--- src/design/busPkg.sv ---
/*
  Bus-side definitions for the shared word memory bus.
  Byte enable and word index types, requester slots and
  the arbiter's grant encoding.
*/
package busPkg;

  // one enable per byte lane of a data word
  typedef logic [3:0] byteEnT;

  // word index into the SRAM
  typedef logic [9:0] wordAdrT;

  // requesters on the bus
  localparam int NUM_REQ   = 2;
  localparam int REQ_DATA  = 0;
  localparam int REQ_FETCH = 1;

  // current bus owner
  typedef enum logic [1:0] {
    grantNone,
    grantData,
    grantFetch
  } grantT;

endpackage

--- src/design/memPkg.sv ---
/*
  Core-side definitions for the memory stage.
  Address and data types, funct3 size codes, the access FSM states
  and the size of the on-chip data memory.
*/
package memPkg;

  // byte address and data word
  typedef logic [31:0] addrT;
  typedef logic [31:0] dataT;

  // load/store funct3 straight from the instruction
  typedef logic [2:0] funct3T;

  // bit 1 is read and bit 0 is write, both set for an AMO
  typedef logic [1:0] memRwT;

  // bit 0 marks LR/SC, bit 1 marks AMO swap
  typedef logic [1:0] atomicT;

  localparam memRwT RW_READ  = 2'b10;
  localparam memRwT RW_WRITE = 2'b01;
  localparam memRwT RW_AMO   = 2'b11;
  localparam int ATOMIC_LRSC = 0;

  // access size in funct3[1:0]
  localparam logic [1:0] SIZE_BYTE   = 2'b00;
  localparam logic [1:0] SIZE_HALF   = 2'b01;
  localparam logic [1:0] SIZE_WORD   = 2'b10;
  localparam logic [1:0] SIZE_DOUBLE = 2'b11;
  // funct3[2] set means zero-extend on load
  localparam int F3_UNSIGNED = 2;

  // request FSM shared by the data and fetch requesters
  typedef enum logic [1:0] {
    accessReady,
    accessFetch,
    accessFetchAmo,
    accessStalled
  } accessStateT;

  // on-chip memory, accesses at or above MEM_TOP fault
  localparam int MEM_WORDS = 1024;
  localparam addrT MEM_TOP = addrT'(MEM_WORDS * 4);

endpackage

--- src/design/busArbiter.sv ---
/*
  Round-robin arbiter for the shared memory bus.
  Grants one requester at a time, muxes its fields onto the
  memory port and returns the acknowledge to the owner.
*/
module busArbiter import memPkg::*, busPkg::*; (
  input  logic    clk,
  input  logic    arstN,
  // data requester
  input  logic    reqData,
  input  logic    wrData,
  input  wordAdrT adrData,
  input  dataT    wdataData,
  input  byteEnT  byteEnData,
  output logic    ackData,
  // fetch requester, reads only
  input  logic    reqFetch,
  input  wordAdrT adrFetch,
  output logic    ackFetch,
  // memory port
  output logic    memReq,
  output logic    memWrite,
  output wordAdrT memAdr,
  output dataT    memWdata,
  output byteEnT  memByteEn,
  input  logic    memAck
);

  logic [NUM_REQ-1:0] reqVec;
  grantT              owner, pick, grant;
  logic               fetchFirst;

  assign reqVec = {reqFetch, reqData};

  // choice for an idle bus, priority flips after each access
  always_comb begin
    pick = grantNone;
    if (&reqVec)
      pick = fetchFirst ? grantFetch : grantData;
    else if (reqVec[REQ_DATA])
      pick = grantData;
    else if (reqVec[REQ_FETCH])
      pick = grantFetch;
  end

  // owner keeps the bus until memAck
  always_ff @(posedge clk or negedge arstN) begin
    if (!arstN) begin
      owner      <= grantNone;
      fetchFirst <= 1'b0;
    end else if (owner == grantNone) begin
      owner <= pick;
    end else if (memAck) begin
      owner      <= grantNone;
      fetchFirst <= (owner == grantData);
    end
  end

  // idle bus grants in the same cycle as the request
  assign grant = (owner == grantNone) ? pick : owner;

  assign memReq    = (grant != grantNone);
  assign memWrite  = (grant == grantData) & wrData;
  assign memAdr    = (grant == grantFetch) ? adrFetch : adrData;
  assign memWdata  = wdataData;
  assign memByteEn = (grant == grantFetch) ? byteEnT'('1) : byteEnData;

  assign ackData  = memAck & (owner == grantData);
  assign ackFetch = memAck & (owner == grantFetch);

endmodule

--- config.mk ---
export PLATFORM = sky130hd
export DESIGN_NAME = busArbiter
export DESIGN_NICKNAME = d
export VERILOG_FILES = /design/src/design/busPkg.sv /design/src/design/memPkg.sv /design/src/design/busArbiter.sv
export SDC_FILE = /design/constraint.sdc
export NUM_CORES = 1
export LEC_CHECK = 0
export ABC_AREA = 0
export BUFFER_PORTS_ARGS = -buffer_cell sky130_fd_sc_hd__buf_2
export CORE_MARGIN = 2
export CORE_UTILIZATION = 23
export DETAILED_ROUTE_END_ITERATION = 8
export PLACE_DENSITY = 0.76
export SLEW_MARGIN = 30
export SYNTH_ARGS = -nofsm -noshare
export SYNTH_HDL_FRONTEND = slang
export SYNTH_SLANG_ARGS = --single-unit
export TNS_END_PERCENT = 20
--- constraint.sdc ---
create_clock -name clk -period 1.1 [get_ports clk]
set_input_delay 0.055 -clock clk [delete_from_list [all_inputs] [get_ports clk]]
set_output_delay 0.055 -clock clk [all_outputs]
set_load 0.01 [all_outputs]
==> flow_metrics.tcl <==
set metrics [dict create \
    drive_gt1_share_pct 80.2 \
    startpoint "owner[1]" \
    fin_nets 159 \
    cp.depth 6 \
    syn_to_final_growth_pct 35.4 \
    worst_path_most_repeated_cell "buf_6" \
    clock_path_buffers 2 \
    cts.sinks 3 \
    antennaDiodeCount 0 \
    drc 0 \
    cts_tree "built" \
    synth_warnings 0 \
    cap_violations 0 \
    grtUsageTotal_pct 9.08 \
    timing.final.hold_violations 0 \
    drtIter0Drc 0 \
    initial_core_util_pct 24.2 \
    crit_path_max_fanout 7 \
    ys_ff_latch 3 \
    post_drt_wl_per_cell_um 11.1 \
    numPortBuffers 47 \
    hpwl_mm 1.15 \
    rr_startpoint "fetchFirst" \
    dr_total_vias 533 \
    ys_top_cells_by_area "buf_4 40%, mux2_4 15%, dfrtp_1 13%" \
    cp_slowest_cell "dfrtp_1" \
    cp_slowest_stage_delay_ns 0.39 \
    syn_nets 131 \
    dieHeight_um 55.1 \
    yosysTopAreaCell "buf_4" \
    setup_slack_ns -0.497 \
    drtAntennaViolNets 0 \
    max_slew_margin_pct 83.7 \
    final.setup.tns_ns -6.99 \
    fp-row-count 18 \
    required_ns 1.04 \
    drt-total-wl_mm 1.40 \
    critical-path-top-delay-family "simple AND/OR/NAND/NOR gates" \
    violations "setup timing" \
    crit_path_start_kind "flip-flop" \
    status "finished, violations left" \
    nFillCells 271 \
    antenna_found_initial 0 \
    timing.reg2reg.setup_slack_ns 0.17 \
    avgSynthCellArea_um2 8.70 \
    clock.fmax_ghz 0.626 \
    die-area_um2 3040 \
    grt_max_degree 8 \
    insertion_delay_ns 0.23 \
    synthCells 69 \
    htreeDepth 1 \
    hold_path_startpoint "memAck" \
    cp-end-kind "output port" \
    p_leak_nw 0.437 \
    irDropWorstVdd_mv 1.01 \
    tightest_slew_ns 0.243 \
    worst_r2r_endpoint "owner[1]" \
    crit_buf_inv 3 \
    grt_overflow 0 \
    cts-buffers-inserted 3 \
    core_region_area_um2 2480 \
    gp_congestion 0.679 \
    period_needed_ns 1.60 \
    p_per_area_nw_per_um2 2320 \
    drv_slew 0 \
    setup_viol 18 \
    path_clk_slew_ns 0.04 \
    grt_first_pass_wirelength_mm 1.85 \
    fin_crit_sh_pct 145 \
    synth_cell_types 17 \
    grt_pass1_vias 481 \
    cts_root_buf "clkbuf_4" \
    rsz0062_at_grt "yes" \
    pin_count 112 \
    die_w_um 55.1 \
    via_per_inst 4.23 \
    ff2ff_path_depth 3 \
    whs_ns 0.0740 \
    critPathKind "reg -> out" \
    synth_area_um2 601 \
    firstDrtPassIters 1 \
    crit_chain "nor3b_2 > nor3_4 > buf_6 > buf_6 > or2_4 > buf_6" \
    skew_ns 0.000515 \
    synth.top_cell.area_share_pct 40.0 \
    min_path_type "in -> reg" \
    endpoint "memByteEn[2]" \
    synth-seq-area-share_pct 12.5 \
    cp.arrival_ns 1.54 \
]
-- sequential cells by signal, indices dropped and copies added (netlist names) --
name        count
fetchFirst      1
owner           2
-- stage by stage --
step / power (mW) / cell area (um2) / cells / setup WS [ns] / utilization, %
floorplan: 1.04 / 601 / 69 / -0.152 / -
global placement: 1.30 / 656 / 118 / -0.503 / 26.5
detailed placement: 1.32 / 656 / 118 / -0.540 / 26.5
CTS: 1.90 / 811 / 126 / -0.536 / 32.7
global route: 2.05 / 813 / 126 / -0.570 / 32.8
finish: 1.89 / 813 / 126 / -0.497 / 32.8
-- timing repair --
action                     in CTS  in global routing
gates resized for setup        22                  1
setup endpoints to repair      18                 18
pin swaps                       3                  1
hold endpoints to repair        3                  0
setup buffers                   3                  0
cloned                          0                  0
hold buffers                    1                  0
-- area by class of cell --
type | instances | area (um2) | share of cell area (%)
Multi-Input combinational cell | 30 | 273 | 33.5
Clock buffer | 4 | 26.3 | 3.23
Timing Repair Buffer | 56 | 385 | 47.4
Tap cell | 30 | 37.5 | 4.62
Sequential cell | 3 | 75.1 | 9.23
Inverter | 3 | 16.3 | 2.00
-- logic make-up after synthesis --
family                 share of synthesized area, %
DFF                                            12.5
AOI/OAI and AO/OA                              5.41
and+or+nand+nor                                15.2
muxes                                          22.5
buffers and inverters                          44.4
-- placed cells by master (no fill, tap or decap) --
| cell | count |
|---|---|
| buf_2 | 36 |
| buf_6 | 14 |
| mux2_4 | 6 |
| buf_4 | 5 |
| or2_4 | 4 |
| mux2_2 | 4 |
| nand2_1 | 4 |
| a21oi_1 | 3 |
| clkbuf_4 | 3 |
| dfrtp_1 | 3 |
| o22ai_1 | 2 |
| nor3b_2 | 1 |
| nor2_1 | 1 |
| nor3_4 | 1 |
| inv_1 | 1 |
| inv_6 | 1 |
| nand3_1 | 1 |
| inv_2 | 1 |
| and3_1 | 1 |
| and3_4 | 1 |
| o21ai_0 | 1 |
| clkbuf_1 | 1 |
| dlygate4sd3_1 | 1 |
-- cell usage after synthesis --
cell and count:
o21ai_0 1, and3_1 1, nand2_1 4, and3_2 1, a21oi_1 3, nor3b_2 1, inv_1 3, dfrtp_1 3
nor3_4 1, or2_2 4, mux2_2 4, buf_8 1, o22ai_1 2, nor2_1 1, mux2_4 6, nand3_1 1
buf_4 32
-- worst min-delay path by stage --
stage	slack (ns)	cells past startpoint	endpoint
CTS	0.06	2	fetchFirst
global placement	-0.15	1	owner[0]
finish	0.07	2	fetchFirst
floorplan	-0.24	0	fetchFirst
global route	0.08	2	fetchFirst
detailed placement	-0.15	1	owner[0]
-- per-layer routing --
layer | global-route usage, % | wire [um] | vias to the layer above
met2 | 15.3 | 751 | 48
li1 | - | - | 250
met3 | 4.30 | 200 | 8
met4 | 9.76 | 45 | 0
met5 | 0 | 0 | -
met1 | 7.32 | 406 | 227
-- report_power, final --
part	internal [mW]	switching [mW]
sequential	0.167	0.0543
clock	0.136	0.0536
combinational	0.892	0.588
No activity file was read; power rests on OpenSTA's default activity.
