**src/design/busPkg.sv**
```systemverilog
/*
  Bus-side definitions for the shared word memory bus.
  Byte enable and word index types, requester slots and
  the arbiter's grant encoding.
*/
package busPkg;

  // one enable per byte lane of a data word
  typedef logic [3:0] byteEnT;

  // word index into the SRAM
  typedef logic [9:0] wordAdrT;

  // requesters on the bus
  localparam int NUM_REQ   = 2;
  localparam int REQ_DATA  = 0;
  localparam int REQ_FETCH = 1;

  // current bus owner
  typedef enum logic [1:0] {
    grantNone,
    grantData,
    grantFetch
  } grantT;

endpackage

```
**src/design/memPkg.sv**
```systemverilog
/*
  Core-side definitions for the memory stage.
  Address and data types, funct3 size codes, the access FSM states
  and the size of the on-chip data memory.
*/
package memPkg;

  // byte address and data word
  typedef logic [31:0] addrT;
  typedef logic [31:0] dataT;

  // load/store funct3 straight from the instruction
  typedef logic [2:0] funct3T;

  // bit 1 is read and bit 0 is write, both set for an AMO
  typedef logic [1:0] memRwT;

  // bit 0 marks LR/SC, bit 1 marks AMO swap
  typedef logic [1:0] atomicT;

  localparam memRwT RW_READ  = 2'b10;
  localparam memRwT RW_WRITE = 2'b01;
  localparam memRwT RW_AMO   = 2'b11;
  localparam int ATOMIC_LRSC = 0;

  // access size in funct3[1:0]
  localparam logic [1:0] SIZE_BYTE   = 2'b00;
  localparam logic [1:0] SIZE_HALF   = 2'b01;
  localparam logic [1:0] SIZE_WORD   = 2'b10;
  localparam logic [1:0] SIZE_DOUBLE = 2'b11;
  // funct3[2] set means zero-extend on load
  localparam int F3_UNSIGNED = 2;

  // request FSM shared by the data and fetch requesters
  typedef enum logic [1:0] {
    accessReady,
    accessFetch,
    accessFetchAmo,
    accessStalled
  } accessStateT;

  // on-chip memory, accesses at or above MEM_TOP fault
  localparam int MEM_WORDS = 1024;
  localparam addrT MEM_TOP = addrT'(MEM_WORDS * 4);

endpackage

```
**src/design/dataMemUnit.sv**
```systemverilog
/*
  Data memory unit of the memory stage.
  Checks alignment and range, builds the subword datapath, keeps the
  LR/SC reservation and runs the request FSM toward the memory bus.
*/
module dataMemUnit import memPkg::*, busPkg::*; (
  input  logic        clk,
  input  logic        arstN,
  input  logic        stall,
  // core side, held until dataDone
  input  memRwT       memRw,
  input  addrT        memAdr,
  input  funct3T      funct3,
  input  dataT        writeData,
  input  atomicT      atomic,
  output dataT        readData,
  output logic        dataDone,
  output logic        scFail,
  output logic        loadMisalignedFault,
  output logic        storeMisalignedFault,
  output logic        loadAccessFault,
  output logic        storeAccessFault,
  // bus side
  output logic        reqData,
  output logic        wrData,
  output wordAdrT     adrData,
  output dataT        wdataData,
  output byteEnT      byteEnData,
  input  logic        ackData,
  input  dataT        busRdata
);

  accessStateT state, nextState;
  logic        misaligned, accessFault, anyFault;
  logic        isLr, isSc, resMatch, scSquash;
  logic        accept, wrPhase, signExt;
  logic        resValid;
  logic [$bits(addrT)-3:0] resWord;
  logic [1:0]  byteOff;
  dataT        loadShifted, loadExt;

  ////////////////////////////////////////////////////////////////////
  // fault decode
  ////////////////////////////////////////////////////////////////////

  assign byteOff = memAdr[1:0];

  // natural alignment by access size
  always_comb begin
    case (funct3[1:0])
      SIZE_HALF: misaligned = memAdr[0];
      SIZE_WORD: misaligned = |memAdr[1:0];
      default:   misaligned = 1'b0;
    endcase
  end

  // out of range or doubleword, misalignment takes priority
  assign accessFault = ~misaligned &
                       ((memAdr >= MEM_TOP) | (funct3[1:0] == SIZE_DOUBLE));
  assign anyFault    = misaligned | accessFault;

  ////////////////////////////////////////////////////////////////////
  // LR/SC reservation
  ////////////////////////////////////////////////////////////////////

  assign isLr     = (memRw == RW_READ) & atomic[ATOMIC_LRSC];
  assign isSc     = (memRw == RW_WRITE) & atomic[ATOMIC_LRSC];
  assign resMatch = resValid & (resWord == memAdr[$bits(addrT)-1:2]);
  // sc with no live reservation on this word never reaches the bus
  assign scSquash = isSc & ~resMatch;

  // new request is taken only from the ready state
  assign accept = (state == accessReady) & (|memRw);

  always_ff @(posedge clk or negedge arstN) begin
    if (!arstN) begin
      resValid <= 1'b0;
    end else if (accept) begin
      if (isLr & ~anyFault)
        resValid <= 1'b1;
      // any sc, or a store hitting the reserved word, drops it
      else if (isSc | (memRw[0] & resMatch & ~anyFault))
        resValid <= 1'b0;
    end
  end

  always_ff @(posedge clk) begin
    if (accept & isLr & ~anyFault)
      resWord <= memAdr[$bits(addrT)-1:2];
  end

  ////////////////////////////////////////////////////////////////////
  // request FSM
  ////////////////////////////////////////////////////////////////////

  always_comb begin
    nextState = state;
    case (state)
      accessReady: begin
        // faulted or squashed accesses finish without the bus
        if (accept & (anyFault | scSquash))
          nextState = accessStalled;
        else if (accept & (memRw == RW_AMO))
          nextState = accessFetchAmo;
        else if (accept)
          nextState = accessFetch;
      end
      // amo read phase, write phase follows
      accessFetchAmo: if (ackData) nextState = accessFetch;
      accessFetch: begin
        if (ackData)
          nextState = stall ? accessStalled : accessReady;
      end
      // hold the result until writeback moves
      accessStalled: if (~stall) nextState = accessReady;
      default: nextState = accessReady;
    endcase
  end

  always_ff @(posedge clk or negedge arstN) begin
    if (!arstN)
      state <= accessReady;
    else
      state <= nextState;
  end

  // flags are latched at acceptance and held through completion
  always_ff @(posedge clk or negedge arstN) begin
    if (!arstN) begin
      loadMisalignedFault  <= 1'b0;
      storeMisalignedFault <= 1'b0;
      loadAccessFault      <= 1'b0;
      storeAccessFault     <= 1'b0;
      scFail               <= 1'b0;
    end else if (accept) begin
      loadMisalignedFault  <= misaligned & memRw[1];
      storeMisalignedFault <= misaligned & memRw[0];
      loadAccessFault      <= accessFault & memRw[1];
      storeAccessFault     <= accessFault & memRw[0];
      scFail               <= scSquash & ~anyFault;
    end
  end

  assign dataDone = ((state == accessFetch) & ackData) | (state == accessStalled);

  ////////////////////////////////////////////////////////////////////
  // subword datapath
  ////////////////////////////////////////////////////////////////////

  // write phase of a plain store or of an amo
  assign wrPhase = (state == accessFetch) & memRw[0];

  assign reqData   = (state == accessFetchAmo) | (state == accessFetch);
  assign wrData    = wrPhase;
  assign adrData   = memAdr[$bits(wordAdrT)+1:2];
  // store data moved onto its byte lanes
  assign wdataData = writeData << {byteOff, 3'b000};

  always_comb begin
    case (funct3[1:0])
      SIZE_BYTE: byteEnData = byteEnT'(4'b0001) << byteOff;
      SIZE_HALF: byteEnData = byteEnT'(4'b0011) << byteOff;
      default:   byteEnData = '1;
    endcase
  end

  // load lane to bit 0, then extend
  assign loadShifted = busRdata >> {byteOff, 3'b000};
  assign signExt     = ~funct3[F3_UNSIGNED];

  always_comb begin
    case (funct3[1:0])
      SIZE_BYTE: loadExt = {{24{signExt & loadShifted[7]}}, loadShifted[7:0]};
      SIZE_HALF: loadExt = {{16{signExt & loadShifted[15]}}, loadShifted[15:0]};
      default:   loadExt = loadShifted;
    endcase
  end

  // amo keeps the old word from its read phase
  always_ff @(posedge clk) begin
    if (ackData & ~wrPhase)
      readData <= loadExt;
  end

endmodule

```
**config.mk**
```make
export PLATFORM = sky130hd
export DESIGN_NAME = dataMemUnit
export DESIGN_NICKNAME = d
export VERILOG_FILES = /design/src/design/busPkg.sv /design/src/design/memPkg.sv /design/src/design/dataMemUnit.sv
export SDC_FILE = /design/constraint.sdc
export NUM_CORES = 1
export LEC_CHECK = 0
export ABC_AREA = 1
export BUFFER_PORTS_ARGS = -buffer_cell sky130_fd_sc_hd__buf_2
export CORE_MARGIN = 1
export CORE_UTILIZATION = 48
export DETAILED_ROUTE_END_ITERATION = 8
export PLACE_DENSITY = 0.81
export SYNTH_ARGS = -nofsm -noshare
export SYNTH_HDL_FRONTEND = slang
export SYNTH_SLANG_ARGS = --single-unit
```
**constraint.sdc**
```tcl
create_clock -name clk -period 3.7 [get_ports clk]
set_clock_uncertainty 0.05 [all_clocks]
set_input_delay 0.37 -clock clk [delete_from_list [all_inputs] [get_ports clk]]
set_output_delay 0.37 -clock clk [all_outputs]
set_load 0.05 [all_outputs]
```
==> impl_metrics.toml <==
[drt]
wire_per_inst_microns = 13.89
drt_drc_violations_left = 0
firstDrtPassIters = 5
num_vias = 4221
viasPerCell = 5.098
drt_iter0_drc = 299
ant_nets = 0
wirelength_microns = 11500

[synthesis]
ys_seq_area_frac = 0.4730
yosys.area.top_type = "edfxtp_1"
synth_seq_cells = 70
synth.avg_cell_area_sq_um = 8.118
synth_top_area_share = 0.4271
syn_inst = 537
yosys-top-cells-area = "edfxtp_1, nand2_1, inv_1, nor2_1, o21ai_0"
syn_nets = 653
ys_types = 36
netlist_area_sq_um = 4359
ys_warn_count = 0

[sta]
slew_viol_final = 0
layout_setup_ws_ps = 1126
tightest_slew_ps = 768.0
final.period_utilization = 0.6957
finalSetupViolCount = 0
grt_setup_unrepaired = "no"
fmax_mhz = 388.5
fin_tns_setup_ps = 0
relSlewSlack = 0.4868
fin_crit_ps = 2574
hold_viol = 0

[critical_path]
criticalPathCategory = "in -> out"
ff2ff_setup_slack_ps = 1740
endpoint_kind = "output pin"
cp-startpoint = "memAdr[0]"
cp-start-kind = "input port"
rr_startpoint = "state[0]$_DFFE_PN0P_"
cp_data_arrival_time_ps = 2150
crit_required_ps = 3280
crit_fanout = 44

[final_layout]
diodes = 0
fin_util = 0.6264
syn2layout_area_growth_pct = 25.92
instances_no_fill = 828
drive_gt1_frac = 0.3167
fin_nets = 831

[power]
peakVddDrop_mv = 0.5160
p_per_area_nw_per_um2 = 464.3
leakagePower_nw = 2.820
total_power_mw = 2.548

[die]
fp-row-count = 34
die_area_sq_um = 9466
num_io_pins = 193
start_util = 0.4974
die_h_microns = 97.30
die_w_microns = 97.30
coreArea_sq_um = 8763

[global_route]
grt_pass1_wl_microns = 18530
antenna_found_initial = 0
gr-total-overflow = 0
first_global_vias = 4026
grt_max_degree = 45
gr-usage-all-layers = 0.2428

[cts]
htreeDepth = 3
clkLatencyLatePin_ps = 340
cts_root_buffer = "clkbuf_8"
cts_buffer_depth = 2
clock_sink_count = 70
cts_made_buffers = 9
clk_transition_reported_paths_ps = 80
cts_resized = 0
cts_tree = "built"

[placement]
place_ws_ps = 1118
dp_cells = 811
port_buffers = 191
place_hpwl_microns = 8843
routabilityCongestion = 0.9481

[hold_path]
min_from = "memAdr[9]"
hold_path.class = "in -> reg"

[run]
drv_cap = 0

[status]
outcome = "finished, final reports clean"
==> worst paths after layout <==
path                                              endpoint  depth (start not counted)
hold reg to reg            loadMisalignedFault$_DFFE_PN0P_                          2
setup / recovery                             wdataData[23]                          5
hold / removal                        resWord[7]$_DFFE_PP_                          1
setup reg to reg                     resWord[28]$_DFFE_PP_                          7
max in group asynchronous  loadMisalignedFault$_DFFE_PN0P_                          2
min in group asynchronous               scFail$_DFFE_PN0P_                          2
==> Yosys cell counts, drive strengths merged <==
| cell | count |
|---|---|
| o21ai | 56 |
| a31oi | 1 |
| nor2 | 67 |
| nand4 | 5 |
| o22a | 3 |
| xor2 | 1 |
| a21oi | 26 |
| clkbuf | 5 |
| ha | 9 |
| o31ai | 2 |
| buf | 24 |
| nand3 | 6 |
| dfrtp | 8 |
| nor4 | 1 |
| o32ai | 7 |
| nor3 | 1 |
| nand2 | 138 |
| o211ai | 1 |
| o22ai | 1 |
| inv | 84 |
| mux2i | 6 |
| edfxtp | 62 |
| a22oi | 13 |
| a21o | 1 |
| xnor2 | 9 |
==> sequential cells by signal (all words and copies together) (netlist names) <==
signal and count:
resWord 30, state 2, storeAccessFault 1, loadMisalignedFault 1, scFail 1, storeMisalignedFault 1, resValid 1, loadAccessFault 1
readData 32
==> timing repair <==
action,in CTS,in global routing
hold buffers,1,0
endpoints found under the hold margin,8,0
buffers inserted,0,0
==> where the power goes <==
group | switching, mW | leakage, nW | internal [mW]
combinational | 0.768 | 2.04 | 0.246
sequential | 0.0366 | 0.690 | 0.961
clock | 0.278 | 0.0861 | 0.259
total | 1.08 | 2.82 | 1.47
==> routing by layer <==
layer,wire [microns],vias up,GRT usage
met1,4880,1905,0.3108
met4,356,0,0.1097
met2,5532,183,0.4063
met3,729,27,0.03813
li1,-,2106,-
met5,0,-,0
==> critical path: stages <==
cell and delay [ps]:
buf_2 210, inv_2 580, nand2_1 430, o22ai_1 260, buf_2 290
==> per-stage QoR <==
stage	instance area [sq um]	hold slack (ps)
finish	5489	196.3
global route	5489	189.3
CTS	5489	188.1
detailed placement	5311	174.5
global placement	5311	167.2
floorplan	4359	24.41
==> cell usage in the layout (no fill, tap or decap), drive strengths merged, types with 8 or more instances in the layout <==
cell	n
nor2	67
o21ai	56
ha	9
a21oi	26
inv	84
a22oi	13
xnor2	9
dfrtp	8
buf	195
edfxtp	62
clkbuf	12
nand2	138
==> area by class of cell <==
cell class / count / area [sq um]
repair buffers: 196 / 996.0
multi-input cells: 354 / 1813
clock buffers: 12 / 145.1
well taps: 108 / 135.1
inverters: 84 / 315.3
clock inverters: 4 / 22.52
flip-flops and latches: 70 / 2062
fillers: 800 / 3274
==> cell families after synthesis <==
logic type                 synth area share
DFF                                  0.4730
and+or+nand+nor                      0.1975
AOI/OAI and AO/OA                    0.1582
xor gates and xnor gates            0.02009
buffers and inverters                0.1117
adders and majority gates           0.02583
muxes                               0.01378
(Power assumes the default switching activity.)
