[src/design/busPkg.sv]
/*
  Bus-side definitions for the shared word memory bus.
  Byte enable and word index types, requester slots and
  the arbiter's grant encoding.
*/
package busPkg;

  // one enable per byte lane of a data word
  typedef logic [3:0] byteEnT;

  // word index into the SRAM
  typedef logic [9:0] wordAdrT;

  // requesters on the bus
  localparam int NUM_REQ   = 2;
  localparam int REQ_DATA  = 0;
  localparam int REQ_FETCH = 1;

  // current bus owner
  typedef enum logic [1:0] {
    grantNone,
    grantData,
    grantFetch
  } grantT;

endpackage

[src/design/memPkg.sv]
/*
  Core-side definitions for the memory stage.
  Address and data types, funct3 size codes, the access FSM states
  and the size of the on-chip data memory.
*/
package memPkg;

  // byte address and data word
  typedef logic [31:0] addrT;
  typedef logic [31:0] dataT;

  // load/store funct3 straight from the instruction
  typedef logic [2:0] funct3T;

  // bit 1 is read and bit 0 is write, both set for an AMO
  typedef logic [1:0] memRwT;

  // bit 0 marks LR/SC, bit 1 marks AMO swap
  typedef logic [1:0] atomicT;

  localparam memRwT RW_READ  = 2'b10;
  localparam memRwT RW_WRITE = 2'b01;
  localparam memRwT RW_AMO   = 2'b11;
  localparam int ATOMIC_LRSC = 0;

  // access size in funct3[1:0]
  localparam logic [1:0] SIZE_BYTE   = 2'b00;
  localparam logic [1:0] SIZE_HALF   = 2'b01;
  localparam logic [1:0] SIZE_WORD   = 2'b10;
  localparam logic [1:0] SIZE_DOUBLE = 2'b11;
  // funct3[2] set means zero-extend on load
  localparam int F3_UNSIGNED = 2;

  // request FSM shared by the data and fetch requesters
  typedef enum logic [1:0] {
    accessReady,
    accessFetch,
    accessFetchAmo,
    accessStalled
  } accessStateT;

  // on-chip memory, accesses at or above MEM_TOP fault
  localparam int MEM_WORDS = 1024;
  localparam addrT MEM_TOP = addrT'(MEM_WORDS * 4);

endpackage

[src/design/fetchUnit.sv]
/*
  Instruction fetch requester.
  Reads aligned instruction words over the shared bus, flags
  misaligned fetch addresses and holds the word through stall.
*/
module fetchUnit import memPkg::*, busPkg::*; (
  input  logic    clk,
  input  logic    arstN,
  input  logic    stall,
  // core side, held until fetchDone
  input  logic    fetchReq,
  input  addrT    fetchAdr,
  output dataT    instr,
  output logic    fetchDone,
  output logic    fetchMisalignedFault,
  // bus side, read only
  output logic    reqFetch,
  output wordAdrT adrFetch,
  input  logic    ackFetch,
  input  dataT    busRdata
);

  accessStateT state, nextState;
  logic        misaligned;

  // instructions are whole aligned words here
  assign misaligned = |fetchAdr[1:0];

  always_comb begin
    nextState = state;
    case (state)
      accessReady: begin
        // misaligned fetch completes without a bus access
        if (fetchReq)
          nextState = misaligned ? accessStalled : accessFetch;
      end
      accessFetch: begin
        if (ackFetch)
          nextState = stall ? accessStalled : accessReady;
      end
      accessStalled: if (~stall) nextState = accessReady;
      // no amo phase on the fetch side
      default: nextState = accessReady;
    endcase
  end

  always_ff @(posedge clk or negedge arstN) begin
    if (!arstN) begin
      state                <= accessReady;
      fetchMisalignedFault <= 1'b0;
    end else begin
      state <= nextState;
      if ((state == accessReady) & fetchReq)
        fetchMisalignedFault <= misaligned;
    end
  end

  // word captured with the acknowledge
  always_ff @(posedge clk) begin
    if (ackFetch)
      instr <= busRdata;
  end

  assign reqFetch  = (state == accessFetch);
  assign adrFetch  = fetchAdr[$bits(wordAdrT)+1:2];
  assign fetchDone = ((state == accessFetch) & ackFetch) | (state == accessStalled);

endmodule

[config.mk]
export PLATFORM = sky130hd
export DESIGN_NAME = fetchUnit
export DESIGN_NICKNAME = d
export VERILOG_FILES = /design/src/design/busPkg.sv /design/src/design/memPkg.sv /design/src/design/fetchUnit.sv
export SDC_FILE = /design/constraint.sdc
export NUM_CORES = 1
export LEC_CHECK = 0
export BUFFER_PORTS_ARGS = -buffer_cell sky130_fd_sc_hd__buf_2
export CORE_MARGIN = 10
export CORE_UTILIZATION = 35
export CTS_CLUSTER_DIAMETER = 30
export DETAILED_ROUTE_END_ITERATION = 8
export GPL_ROUTABILITY_DRIVEN = 0
export PLACE_DENSITY = 0.85
export SKIP_LAST_GASP = 1
export SLEW_MARGIN = 0
export SYNTH_ARGS = -nofsm -noshare
export SYNTH_HDL_FRONTEND = slang
export SYNTH_SLANG_ARGS = --single-unit
[constraint.sdc]
create_clock -name clk -period 1.2 [get_ports clk]
set_input_delay 0.12 -clock clk [delete_from_list [all_inputs] [get_ports clk]]
set_output_delay 0.12 -clock clk [all_outputs]
set_load 0.01 [all_outputs]
==> impl_results.md, run 1 <==
- Result of the run: finished clean
- Hold Path Class: in2reg
- Total track usage: 11.6%
- Worst clock skew: around 0.0060 ns
- Crit Reg-Reg Startpoint: state[1]
- Most area-consuming cells after synthesis: edfxtp_1, buf_4, dfrtp_1
- First-pass GRT wire length: 5440 um
- Clock buffers created by TritonCTS: 5
- Most used cells in the layout excluding fill and tap cells: buf_2, dlygate4sd3_1, edfxtp_1
- Setup violators final: 0
- VDD IR-drop max: slightly above 0.8 mV
- Syn avg cell area: 21.0 sq um
- Core utilization of the finished layout: 59.4%
- Top delay family on crit path: flip-flops
- Maximum achievable frequency: 0.841 GHz
- Routed wirelength normalized by instance count: 16.3 um
- Time the final worst path needs with I/O delays and setup: 1.19 ns
- Chip Width: between 70 and 80 um
- Number of different library cells in the post-synthesis netlist: 12
- Slowest cell delay on critical path: 0.42 ns
- Post-detailed-route count of antenna-violating nets: 0
- Nets: between 200 and 250
- Count of state elements after synthesis: 35
- Kind of capture point of the worst setup path: output port
- Row count: 21
- Number of synthesis warnings: 0
- Startpoint Class: register
- CTS Buffer Depth: 2
- Clock tree from TritonCTS: built
- CTS Root Cell: clkbuf_4
- CP max stage cell: dfrtp_1
- Die area: around 0.0061 sq mm
- Critical path class: reg2out
- Diodes inserted: 0
- Clock transition at the registers of the reported paths: roughly 0.10 ns
- Origin of the worst setup path: state[1]
- Flop2flop setup slack: 0.06 ns
- Fraction of synthesized cell area taken by the top area cell type: 81.5%
- Signed area change from the synthesized netlist to the final layout: 65.5%
- Crit-path cells: o21a_1 -> buf_2
- Dpl cells: 166
- Biggest area consumer among synthesized cells: edfxtp_1
- Initial standard-cell utilization of the core: a little over a third
- Routed vias: around 870
- Instance count of the mapped netlist: 56
- Number of sinks on the clock net: 35
- Mapped Area: about 0.0012 sq mm
- Cell count of the worst reg-to-reg path: 2
- Routed wire length: approximately 3400 um
- Max-slew violation count: 0
- Post-route DRC violation count: 0
- Drt pass-1 iters: 3
- Max FO, Critical Path: 4
- HPWL after detailed placement: 2490 um
- Number of vias per cell after detailed routing: 4.16
- Fraction of layout cells with a size suffix above 1: 50.9%
- Vias in the first global route: around 1,000
- Filler-free cell count of the finished design: around 210
- Number of input and output port buffers inserted: 73
- Fin Hold WS: 0.108 ns
- Total grt overflow: 0
- Standard cell area after detailed placement: ~0.0015 sq mm
- Destination of the critical timing path: fetchDone
- CTS H-tree lvls: 2
- Number of stages on the worst hold path: 3
- Setup repair after global routing missed its margin: yes
- Period utilisation layout: 99.1%
- Levels on crit path: 2
- Worst slew margin: roughly nine tenths
- Pwr dens: 1320 mW/mm^2
- Final Cell Area: 0.00195 sq mm
- Post-synthesis net count: 125
- Core area: 0.00328 sq mm
- Leading cell type in the layout, fill and taps excluded: buf_2
- Pin count of the biggest net entering global routing: 35
- FF-to-FF End: fetchMisalignedFault
- Number of DRC markers after the initial detailed-route iteration: just over 90
- Die height: about 78 um
- Worst skew pair latency: 0.32 ns
- Transition time at the pin with the least slew margin: 0.172 ns
- Share of the yosys chip area belonging to registers: between 80% and 90%
- Top-level port count: 114
- Antenna violations before repair: 0
- Fin. Hold Viols: 0
- Arr. time, crit path: 1.07 ns
- Critical path buffer and inverter count: 1
- Leakage Power: 0.871 nW
- WP data required: between 1 and 1.5 ns
- Maximum capacitance violations: 0
Yosys cell counts (all sizes together):
master  number
edfxtp      32
buf         10
dfrtp        3
a21o         2
nor2         2
inv          1
mux2i        1
nand2        1
nor2b        1
o21a         1
o21ai        1
or3b         1
repair_timing:
item,4_1_cts,5_1_grt
endpoints found under the setup margin,1,4
gates resized for setup,0,1
setup buffers,0,2
pin swaps,1,1
endpoints found under the hold margin,35,1
hold buffers,33,1
worst reg2reg max path: cells and delay by family (launching register included):
family,cells,cell delay (ns)
AOI/OAI and AO/OA,1,0.20
DFF,1,0.42
and+or+nand+nor,1,0.42
routing by layer:
metal	wire [um]	share of wire, %	vias to the layer above	global-route usage [%]
met5	0	0	-	0
met4	20	0.59	0	2.51
met3	480	14	4	7.74
met2	1650	48	65	19.7
met1	1260	37	387	11.7
li1	-	-	413	-
cells by family (layout without fill, tap and decap cells):
kind of cell           Yosys count  count (layout)  synth area share, %
AO/OA/AOI/OAI                    4               4                 2.33
buffers and inverters           11             118                 6.69
flip-flops                      35              35                 87.9
multiplexers                     1               1                0.849
AND/OR/NAND/NOR                  5               5                 2.23
cell type report:
| cell class | count | area (sq um) |
|---|---|---|
| flip-flops and latches | 35 | 1040 |
| multi-input cells | 10 | 66.3 |
| well taps | 46 | 57.6 |
| repair buffers | 110 | 741 |
| fillers | 254 | 1330 |
| clock inverters | 2 | 8.76 |
| inverters | 1 | 3.75 |
| clock buffers | 5 | 37.5 |
stage by stage:
stage	total power [mW]	TNS [ns]	setup slack [ns]
global route	2.75	-0.123	-0.0644
CTS	2.58	-0.00841	-0.00841
floorplan	1.72	0	0.151
global placement	1.91	0	0.136
finish	2.58	0	0.0109
detailed placement	1.94	0	0.0636
flip-flops by register name, summed over array words and instances, names as in the netlist:
name                  count
instr                    32
state                     2
fetchMisalignedFault      1
worst min-delay path by stage:
| stage | endpoint | slack (ns) | from |
|---|---|---|---|
| detailed placement | state[0] | -0.08 | arstN |
| CTS | state[1] | 0.0006 | stall |
| floorplan | fetchMisalignedFault | -0.18 | arstN |
| global route | state[1] | 0.09 | arstN |
| global placement | state[1] | -0.09 | arstN |
| finish | state[0] | 0.11 | fetchReq |
power breakdown:
part / switching [mW] / internal [mW] / leakage [nW]
Combinational: 0.219 / 0.282 / 0.493
Clock: 0.347 / 0.207 / 0.0285
Sequential: 0.0589 / 1.47 / 0.349
No activity file was read; power rests on OpenSTA's default activity.
==> run 2: changes to the inputs <==
--- a/config.mk
+++ b/config.mk
@@ -12,6 +12,7 @@
 export DETAILED_ROUTE_END_ITERATION = 8
 export GPL_ROUTABILITY_DRIVEN = 0
 export PLACE_DENSITY = 0.85
+export SETUP_SLACK_MARGIN = 0.05
 export SKIP_LAST_GASP = 1
 export SLEW_MARGIN = 0
 export SYNTH_ARGS = -nofsm -noshare
==> impl_results.md, run 2 (synthesis gave the netlist of run 1 again) <==
- Result of the run: finished clean
- Worst skew pair latency: 0.32 ns (about the same)
- Clock power frac: 21.5% (about the same)
- Die area: 0.00609 sq mm (unchanged)
- Nets: 232 (unchanged)
- Pin count of the biggest net entering global routing: 35 (unchanged)
- Clock transition at the registers of the reported paths: 0.10 ns (about the same)
- Maximum achievable frequency: 0.841 GHz (unchanged)
- Most used cells in the layout excluding fill and tap cells: buf_2, dlygate4sd3_1, edfxtp_1
- HPWL after detailed placement: 2490 um (unchanged)
- CP max stage cell: dfrtp_1
- Core area: 0.00328 sq mm (unchanged)
- VDD IR-drop max: 0.813 mV (unchanged)
- Time the final worst path needs with I/O delays and setup: 1.19 ns (unchanged)
- Critical path class: reg2out
- Total net switching power: 625 uW (unchanged)
- Biggest register: instr
- Post-detailed-route count of antenna-violating nets: 0 (unchanged)
- Arr. time, crit path: 1.07 ns (about the same)
- Setup violators final: 0 (unchanged)
- Kind of capture point of the worst setup path: output port
- Fin. Hold Viols: 0 (unchanged)
- Routed wirelength normalized by instance count: 16.3 um (unchanged)
- Maximum capacitance violations: 0 (unchanged)
- Leading cell type in the layout, fill and taps excluded: buf_2
- Die height: 78.0 um (unchanged)
- Row count: 21 (unchanged)
- Hold Path Class: in2reg
- Slowest cell delay on critical path: 0.42 ns (about the same)
- Setup repair after global routing missed its margin: yes
- Clock buffers created by TritonCTS: 5 (unchanged)
- Int Pwr: 1.96 mW (unchanged)
- Leakage Power: 0.871 nW (unchanged)
- Fin Hold WS: 0.108 ns (unchanged)
- CTS Buffer Depth: 2 (unchanged)
- Power share of the combinational group: 19.4% (about the same)
- Number of sinks on the clock net: 35 (unchanged)
- Clock tree from TritonCTS: built
- Initial standard-cell utilization of the core: 35.9% (unchanged)
- Top-level port count: 114 (unchanged)
- First-pass GRT wire length: 5450 um (+0.26%)
- Met2 track utilization from global routing: 19.7% (unchanged)
- Met3 Track Usage GR: 7.74% (unchanged)
- Routed vias: 869 (unchanged)
- Largest registers in the final layout: instr: 32 flops, state: 2 flops, fetchMisalignedFault: 1 flops
- Period utilisation layout: 99.1% (unchanged)
- Antenna violations before repair: 0 (unchanged)
- CTS Root Cell: clkbuf_4
- Transition time at the pin with the least slew margin: 0.172 ns (unchanged)
- Number of DRC markers after the initial detailed-route iteration: 91 (-2.2%)
- Chip Width: 78.0 um (unchanged)
- Global Route met1 Usage: 11.8% (+0.070 points)
- Total grt overflow: 0 (unchanged)
- Signed area change from the synthesized netlist to the final layout: 65.5% (unchanged)
- Number of input and output port buffers inserted: 73 (unchanged)
- Pwr dens: 1320 mW/mm^2 (unchanged)
- Filler-free cell count of the finished design: 209 (unchanged)
- Worst clock skew: 0.00604 ns (unchanged)
- WP data required: 1.08 ns (about the same)
- Diodes inserted: 0 (unchanged)
- Worst slew margin: 88.5% (unchanged)
- Max-slew violation count: 0 (unchanged)
- Sw frac: 24.2% (unchanged)
- Core utilization of the finished layout: 59.4% (unchanged)
- Total track usage: 11.6% (+0.024 points)
- Max FO, Critical Path: 4 (unchanged)
- Post-route DRC violation count: 0 (unchanged)
- CTS H-tree lvls: 2 (unchanged)
- Max FFs per register: 32 (unchanged)
- Crit-path cells: o21a_1 -> buf_2
- Fraction of layout cells with a size suffix above 1: 50.9% (unchanged)
- Startpoint Class: register
- Drt pass-1 iters: 3 (unchanged)
- Sequential cell fraction of total power: 59.1% (about the same)
- Dpl cells: 166 (unchanged)
- Most utilized layer in the global route result: met2
- Routed wire length: 3410 um (unchanged)
- Vias in the first global route: 975 (+0.10%)
- Number of vias per cell after detailed routing: 4.16 (unchanged)
-- run 2: power groups by stage --
| stage | clock (mW) | sequential, mW | combinational, mW |
|---|---|---|---|
| 5_1_grt | 0.657 | 1.54 | 0.556 |
| 6_report | 0.555 | 1.53 | 0.501 |
| 2_1_floorplan | 0 | 1.60 | 0.119 |
| 4_1_cts | 0.585 | 1.53 | 0.471 |
| 3_3_place_gp | 0 | 1.54 | 0.367 |
| 3_5_place_dp | 0 | 1.56 | 0.382 |
-- run 2: area by class of cell --
cell class | count | area, sq um
fillers | 254 | 1330
flip-flops and latches | 35 | 1040
repair buffers | 110 | 741
multi-input cells | 10 | 66.3
well taps | 46 | 57.6
clock buffers | 5 | 37.5
clock inverters | 2 | 8.76
inverters | 1 | 3.75
-- run 2: path summary, 6_finish.rpt --
| kind | start | to | slack, ns | depth (start not counted) |
|---|---|---|---|---|
| max in group asynchronous | arstN | state[0] | 0.96 | 2 |
| min in group asynchronous | arstN | state[1] | 0.13 | 2 |
| hold reg to reg | fetchMisalignedFault | fetchMisalignedFault | 0.53 | 1 |
| hold / removal | fetchReq | state[0] | 0.11 | 3 |
| setup / recovery | state[1] | fetchDone | 0.01 | 2 |
| setup reg to reg | state[1] | fetchMisalignedFault | 0.06 | 2 |
-- run 2: through the flow --
| stage | area, sq um | total power [mW] | setup slack, ns | setup TNS (ns) |
|---|---|---|---|---|
| 4_1_cts | 1930 | 2.59 | -0.00841 | -0.00841 |
| 6_report | 1950 | 2.58 | 0.0109 | 0 |
| 5_1_grt | 1950 | 2.75 | -0.0644 | -0.123 |
| 3_3_place_gp | 1550 | 1.91 | 0.136 | 0 |
| 3_5_place_dp | 1550 | 1.94 | 0.0636 | 0 |
| 2_1_floorplan | 1180 | 1.72 | 0.151 | 0 |
-- run 2: critical path, delay by kind of cell, from the launching register on --
kind                   cells  cell delay, ns
flip-flops                 1            0.42
AO/OA/AOI/OAI              1            0.19
buffers and inverters      1            0.14
-- run 2: timing repair --
item / 4_1_cts / 5_1_grt
endpoints found under the hold margin: 35 / 1
endpoints found under the setup margin: 3 / 4
hold buffers: 33 / 1
pin swaps: 1 / 1
setup buffers: 0 / 2
resized for setup: 1 / 0
-- run 2: layer usage --
layer | wire (um) | vias to the layer above
met5 | 0 | -
met4 | 20 | 0
met1 | 1260 | 387
li1 | - | 413
met3 | 480 | 4
met2 | 1650 | 65
==> run 3: changes to the inputs <==
--- a/config.mk
+++ b/config.mk
@@ -5,13 +5,14 @@
 export SDC_FILE = /design/constraint.sdc
 export NUM_CORES = 1
 export LEC_CHECK = 0
+export ABC_AREA = 1
 export BUFFER_PORTS_ARGS = -buffer_cell sky130_fd_sc_hd__buf_2
 export CORE_MARGIN = 10
-export CORE_UTILIZATION = 35
+export CORE_UTILIZATION = 36
 export CTS_CLUSTER_DIAMETER = 30
 export DETAILED_ROUTE_END_ITERATION = 8
 export GPL_ROUTABILITY_DRIVEN = 0
-export PLACE_DENSITY = 0.85
+export PLACE_DENSITY = 0.86
 export SETUP_SLACK_MARGIN = 0.05
 export SKIP_LAST_GASP = 1
 export SLEW_MARGIN = 0
==> impl_results.md, run 3 <==
- Result of the run: finished clean
- Pin count of the biggest net entering global routing: 23 (-34%)
- Count of flip-flops with a built-in enable after synthesis: 32 (unchanged)
- Slowest cell delay on critical path: 0.41 ns (about the same)
- Die area: 0.00609 sq mm (unchanged)
- Max-slew violation count: 0 (unchanged)
- Pwr dens: 1440 mW/mm^2 (+8.8%)
- Signed area change from the synthesized netlist to the final layout: 64.9%
- Row count: 21 (unchanged)
- Die height: 78.0 um (unchanged)
- Count of state elements after synthesis: 35 (unchanged)
- Core area: 0.00328 sq mm (unchanged)
- Worst slew margin: 81.8% (-6.7 points)
- Fin. Hold Viols: 0 (unchanged)
- Number of fill cells in the layout: 258 (+1.6%)
- Startpoint Class: register
- Dpl cells: 179 (+7.8%)
- CTS Root Cell: clkbuf_4
- Transition time at the pin with the least slew margin: 0.273 ns (+0.101 ns)
- Initial standard-cell utilization of the core: 36.9% (+1.0 points)
- Hold Path Class: in2reg
- Maximum achievable frequency: 0.846 GHz (+0.62%)
- Kind of capture point of the worst setup path: output port
- Clock tree from TritonCTS: built
- Origin of the worst setup path: state[1]
- Fin Hold WS: 0.0363 ns (-0.0713 ns)
- Most used standard cell by instance count after synthesis: edfxtp_1
- Nets: 245 (+5.6%)
- Number of vias per cell after detailed routing: 4.25 (+2.2%)
- Post-detailed-route count of antenna-violating nets: 0 (unchanged)
- Clock buffers created by TritonCTS: 5 (unchanged)
- Diodes inserted: 0 (unchanged)
- Number of DRC markers after the initial detailed-route iteration: 26 (-71%)
- Post-synthesis net count: 137 (+9.6%)
- Proportion of register bits with asynchronous set or reset after synthesis: 8.57% (unchanged)
- Mapped Area: 0.00121 sq mm (+2.9%)
- Critical path class: reg2out
- Post-route DRC violation count: 0 (unchanged)
- VDD IR-drop max: 0.767 mV (-5.6%)
- Biggest register: instr
- Crit Reg-Reg Startpoint: state[1]
- Arr. time, crit path: 1.06 ns (about the same)
- Global Route met1 Usage: 12.1% (+0.34 points)
- Max FO, Critical Path: 2 (-2)
- HPWL after detailed placement: 2450 um (-1.3%)
- Met2 track utilization from global routing: 19.8% (+0.083 points)
- Max FFs per register: 32 (unchanged)
- Levels on crit path: 3 (+1)
- Time the final worst path needs with I/O delays and setup: 1.18 ns (-0.00731 ns)
- Routed vias: 948 (+9.1%)
- Total track usage: 11.9% (+0.28 points)
- Setup violators final: 0 (unchanged)
- Crit-path cells: buf_6 -> nor2_4 -> buf_6
- CTS H-tree lvls: 2 (unchanged)
- Routed wirelength normalized by instance count: 16.3 um (about the same)
- Total grt overflow: 0 (unchanged)
- Period utilisation layout: 98.5% (-0.61 points)
- Instance count of the mapped netlist: 68 (+21%)
- WP data required: 1.08 ns (about the same)
- Share of the yosys chip area belonging to registers: 85.4% (-2.4 points)
- Pwr Total: 2.88 mW (+12%)
- Clock transition at the registers of the reported paths: 0.10 ns (about the same)
- Antenna violations before repair: 0 (unchanged)
- Largest registers in the final layout: instr: 32 flops, state: 2 flops, fetchMisalignedFault: 1 flops
- Top-level port count: 114 (unchanged)
- Number of different library cells in the post-synthesis netlist: 12 (unchanged)
- CTS Buffer Depth: 2 (unchanged)
- Filler-free cell count of the finished design: 223 (+6.7%)
- Drt pass-1 iters: 4 (+1)
- Setup repair after global routing missed its margin: yes
- FF-to-FF End: state[1]
- Critical path buffer and inverter count: 2 (+1)
- Destination of the critical timing path: reqFetch
- Core utilization of the finished layout: 60.9% (+1.5 points)
- Routed wire length: 3640 um (+6.7%)
- Top post-synthesis cells by count: edfxtp_1, buf_4, nand2_1
- First-pass GRT wire length: 5610 um (+2.9%)
- Fraction of synthesized cell area taken by the top area cell type: 79.3% (-2.3 points)
- Flop2flop setup slack: 0.13 ns (+0.07 ns)
- Chip Width: 78.0 um (unchanged)
- Number of input and output port buffers inserted: 73 (unchanged)
- Vias in the first global route: 1,075 (+10%)
- Number of sinks on the clock net: 35 (unchanged)
- Leading cell type in the layout, fill and taps excluded: buf_2
- CP max stage cell: dfrtp_1
- Number of synthesis warnings: 0 (unchanged)
- Leakage Power: 0.899 nW (+3.3%)
- Worst clock skew: 0.000110 ns (-0.00593 ns)
- Most used flip-flop cell after synthesis: edfxtp_1
- Fraction of layout cells with a size suffix above 1: 49.7% (-1.2 points)
- Most utilized layer in the global route result: met2
- Met3 Track Usage GR: 7.06% (-0.68 points)
- Syn avg cell area: 17.8 sq um (-15%)
- Maximum capacitance violations: 0 (unchanged)
- PnR worst setup slack: 0.0183 ns (+0.00731 ns)
- Worst path most repeated cell: buf_6
- Worst skew pair latency: 0.33 ns (about the same)
- Biggest area consumer among synthesized cells: edfxtp_1
- Place WS: 0.236 ns (+0.172 ns)
- Most used cells in the layout excluding fill and tap cells: buf_2, dlygate4sd3_1, edfxtp_1
- Most area-consuming cells after synthesis: edfxtp_1, buf_4, dfrtp_1
- Cell count of the worst reg-to-reg path: 8 (+6)
- Top delay family on crit path: flip-flops
run 3: changes by cell type in the layout (fill, tap and decap cells not counted), sizes merged, moves of 2 or more:
cell	previous run	this run
buf	76	78
nand3	0	3
clkbuf	5	7
a21o	2	0
inv	1	5
nand2	1	9
run 3: cell families (layout without fill, tap and decap cells):
family	Yosys count	after routing	share of synthesized area [%]
AND/OR/NAND/NOR	15	15	5.57
buffers and inverters	15	124	7.74
flip-flops	35	35	85.4
AO/OA/AOI/OAI	3	3	1.24
run 3: stage by stage:
step,setup TNS (ns),area [sq um]
detailed placement,0,1580
CTS,-0.00121,1990
finish,0,2000
global route,-0.0529,2000
floorplan,0,1210
global placement,0,1580
run 3: per-layer routing:
layer | vias to the layer above | wire length [um]
li1 | 445 | -
met1 | 434 | 1430
met2 | 60 | 1700
met3 | 9 | 455
met4 | 0 | 51
met5 | - | 0
run 3: repair_timing:
action                                  in CTS  in global routing
hold endpoints to repair                    35                  0
setup buffers                                3                  0
hold buffers                                33                  0
gates resized for setup                      3                  2
pin swaps                                    1                  1
endpoints found under the setup margin       2                  4
run 3: how the worst min path moves through the flow:
stage / from / endpoint / slack (ns) / cells past startpoint
2_1_floorplan: arstN / fetchMisalignedFault / -0.18 / 0
3_3_place_gp: arstN / fetchMisalignedFault / -0.08 / 1
3_5_place_dp: arstN / fetchMisalignedFault / -0.08 / 1
4_1_cts: stall / state[0] / 0.01 / 3
5_1_grt: stall / state[0] / 0.06 / 3
6_report: stall / state[0] / 0.04 / 3
run 3: cell type report:
type | instances | area, sq um | area share, %
repair buffers | 111 | 743 | 37.2
clock buffers | 7 | 45.0 | 2.25
multi-input cells | 18 | 93.8 | 4.69
well taps | 46 | 57.6 | 2.88
clock inverters | 1 | 5.00 | 0.250
flip-flops and latches | 35 | 1040 | 51.8
inverters | 5 | 18.8 | 0.939
run 3: power breakdown:
part / leakage (nW) / switching [mW] / internal, mW
clock network: 0.0293 / 0.356 / 0.228
logic: 0.521 / 0.377 / 0.389
registers: 0.349 / 0.0513 / 1.48
total: 0.899 / 0.784 / 2.10
run 3: worst min-delay path, cell delays in order:
cell and delay, ns:
buf_2 0.10, nand2_1 0.05, nand3_1 0.07
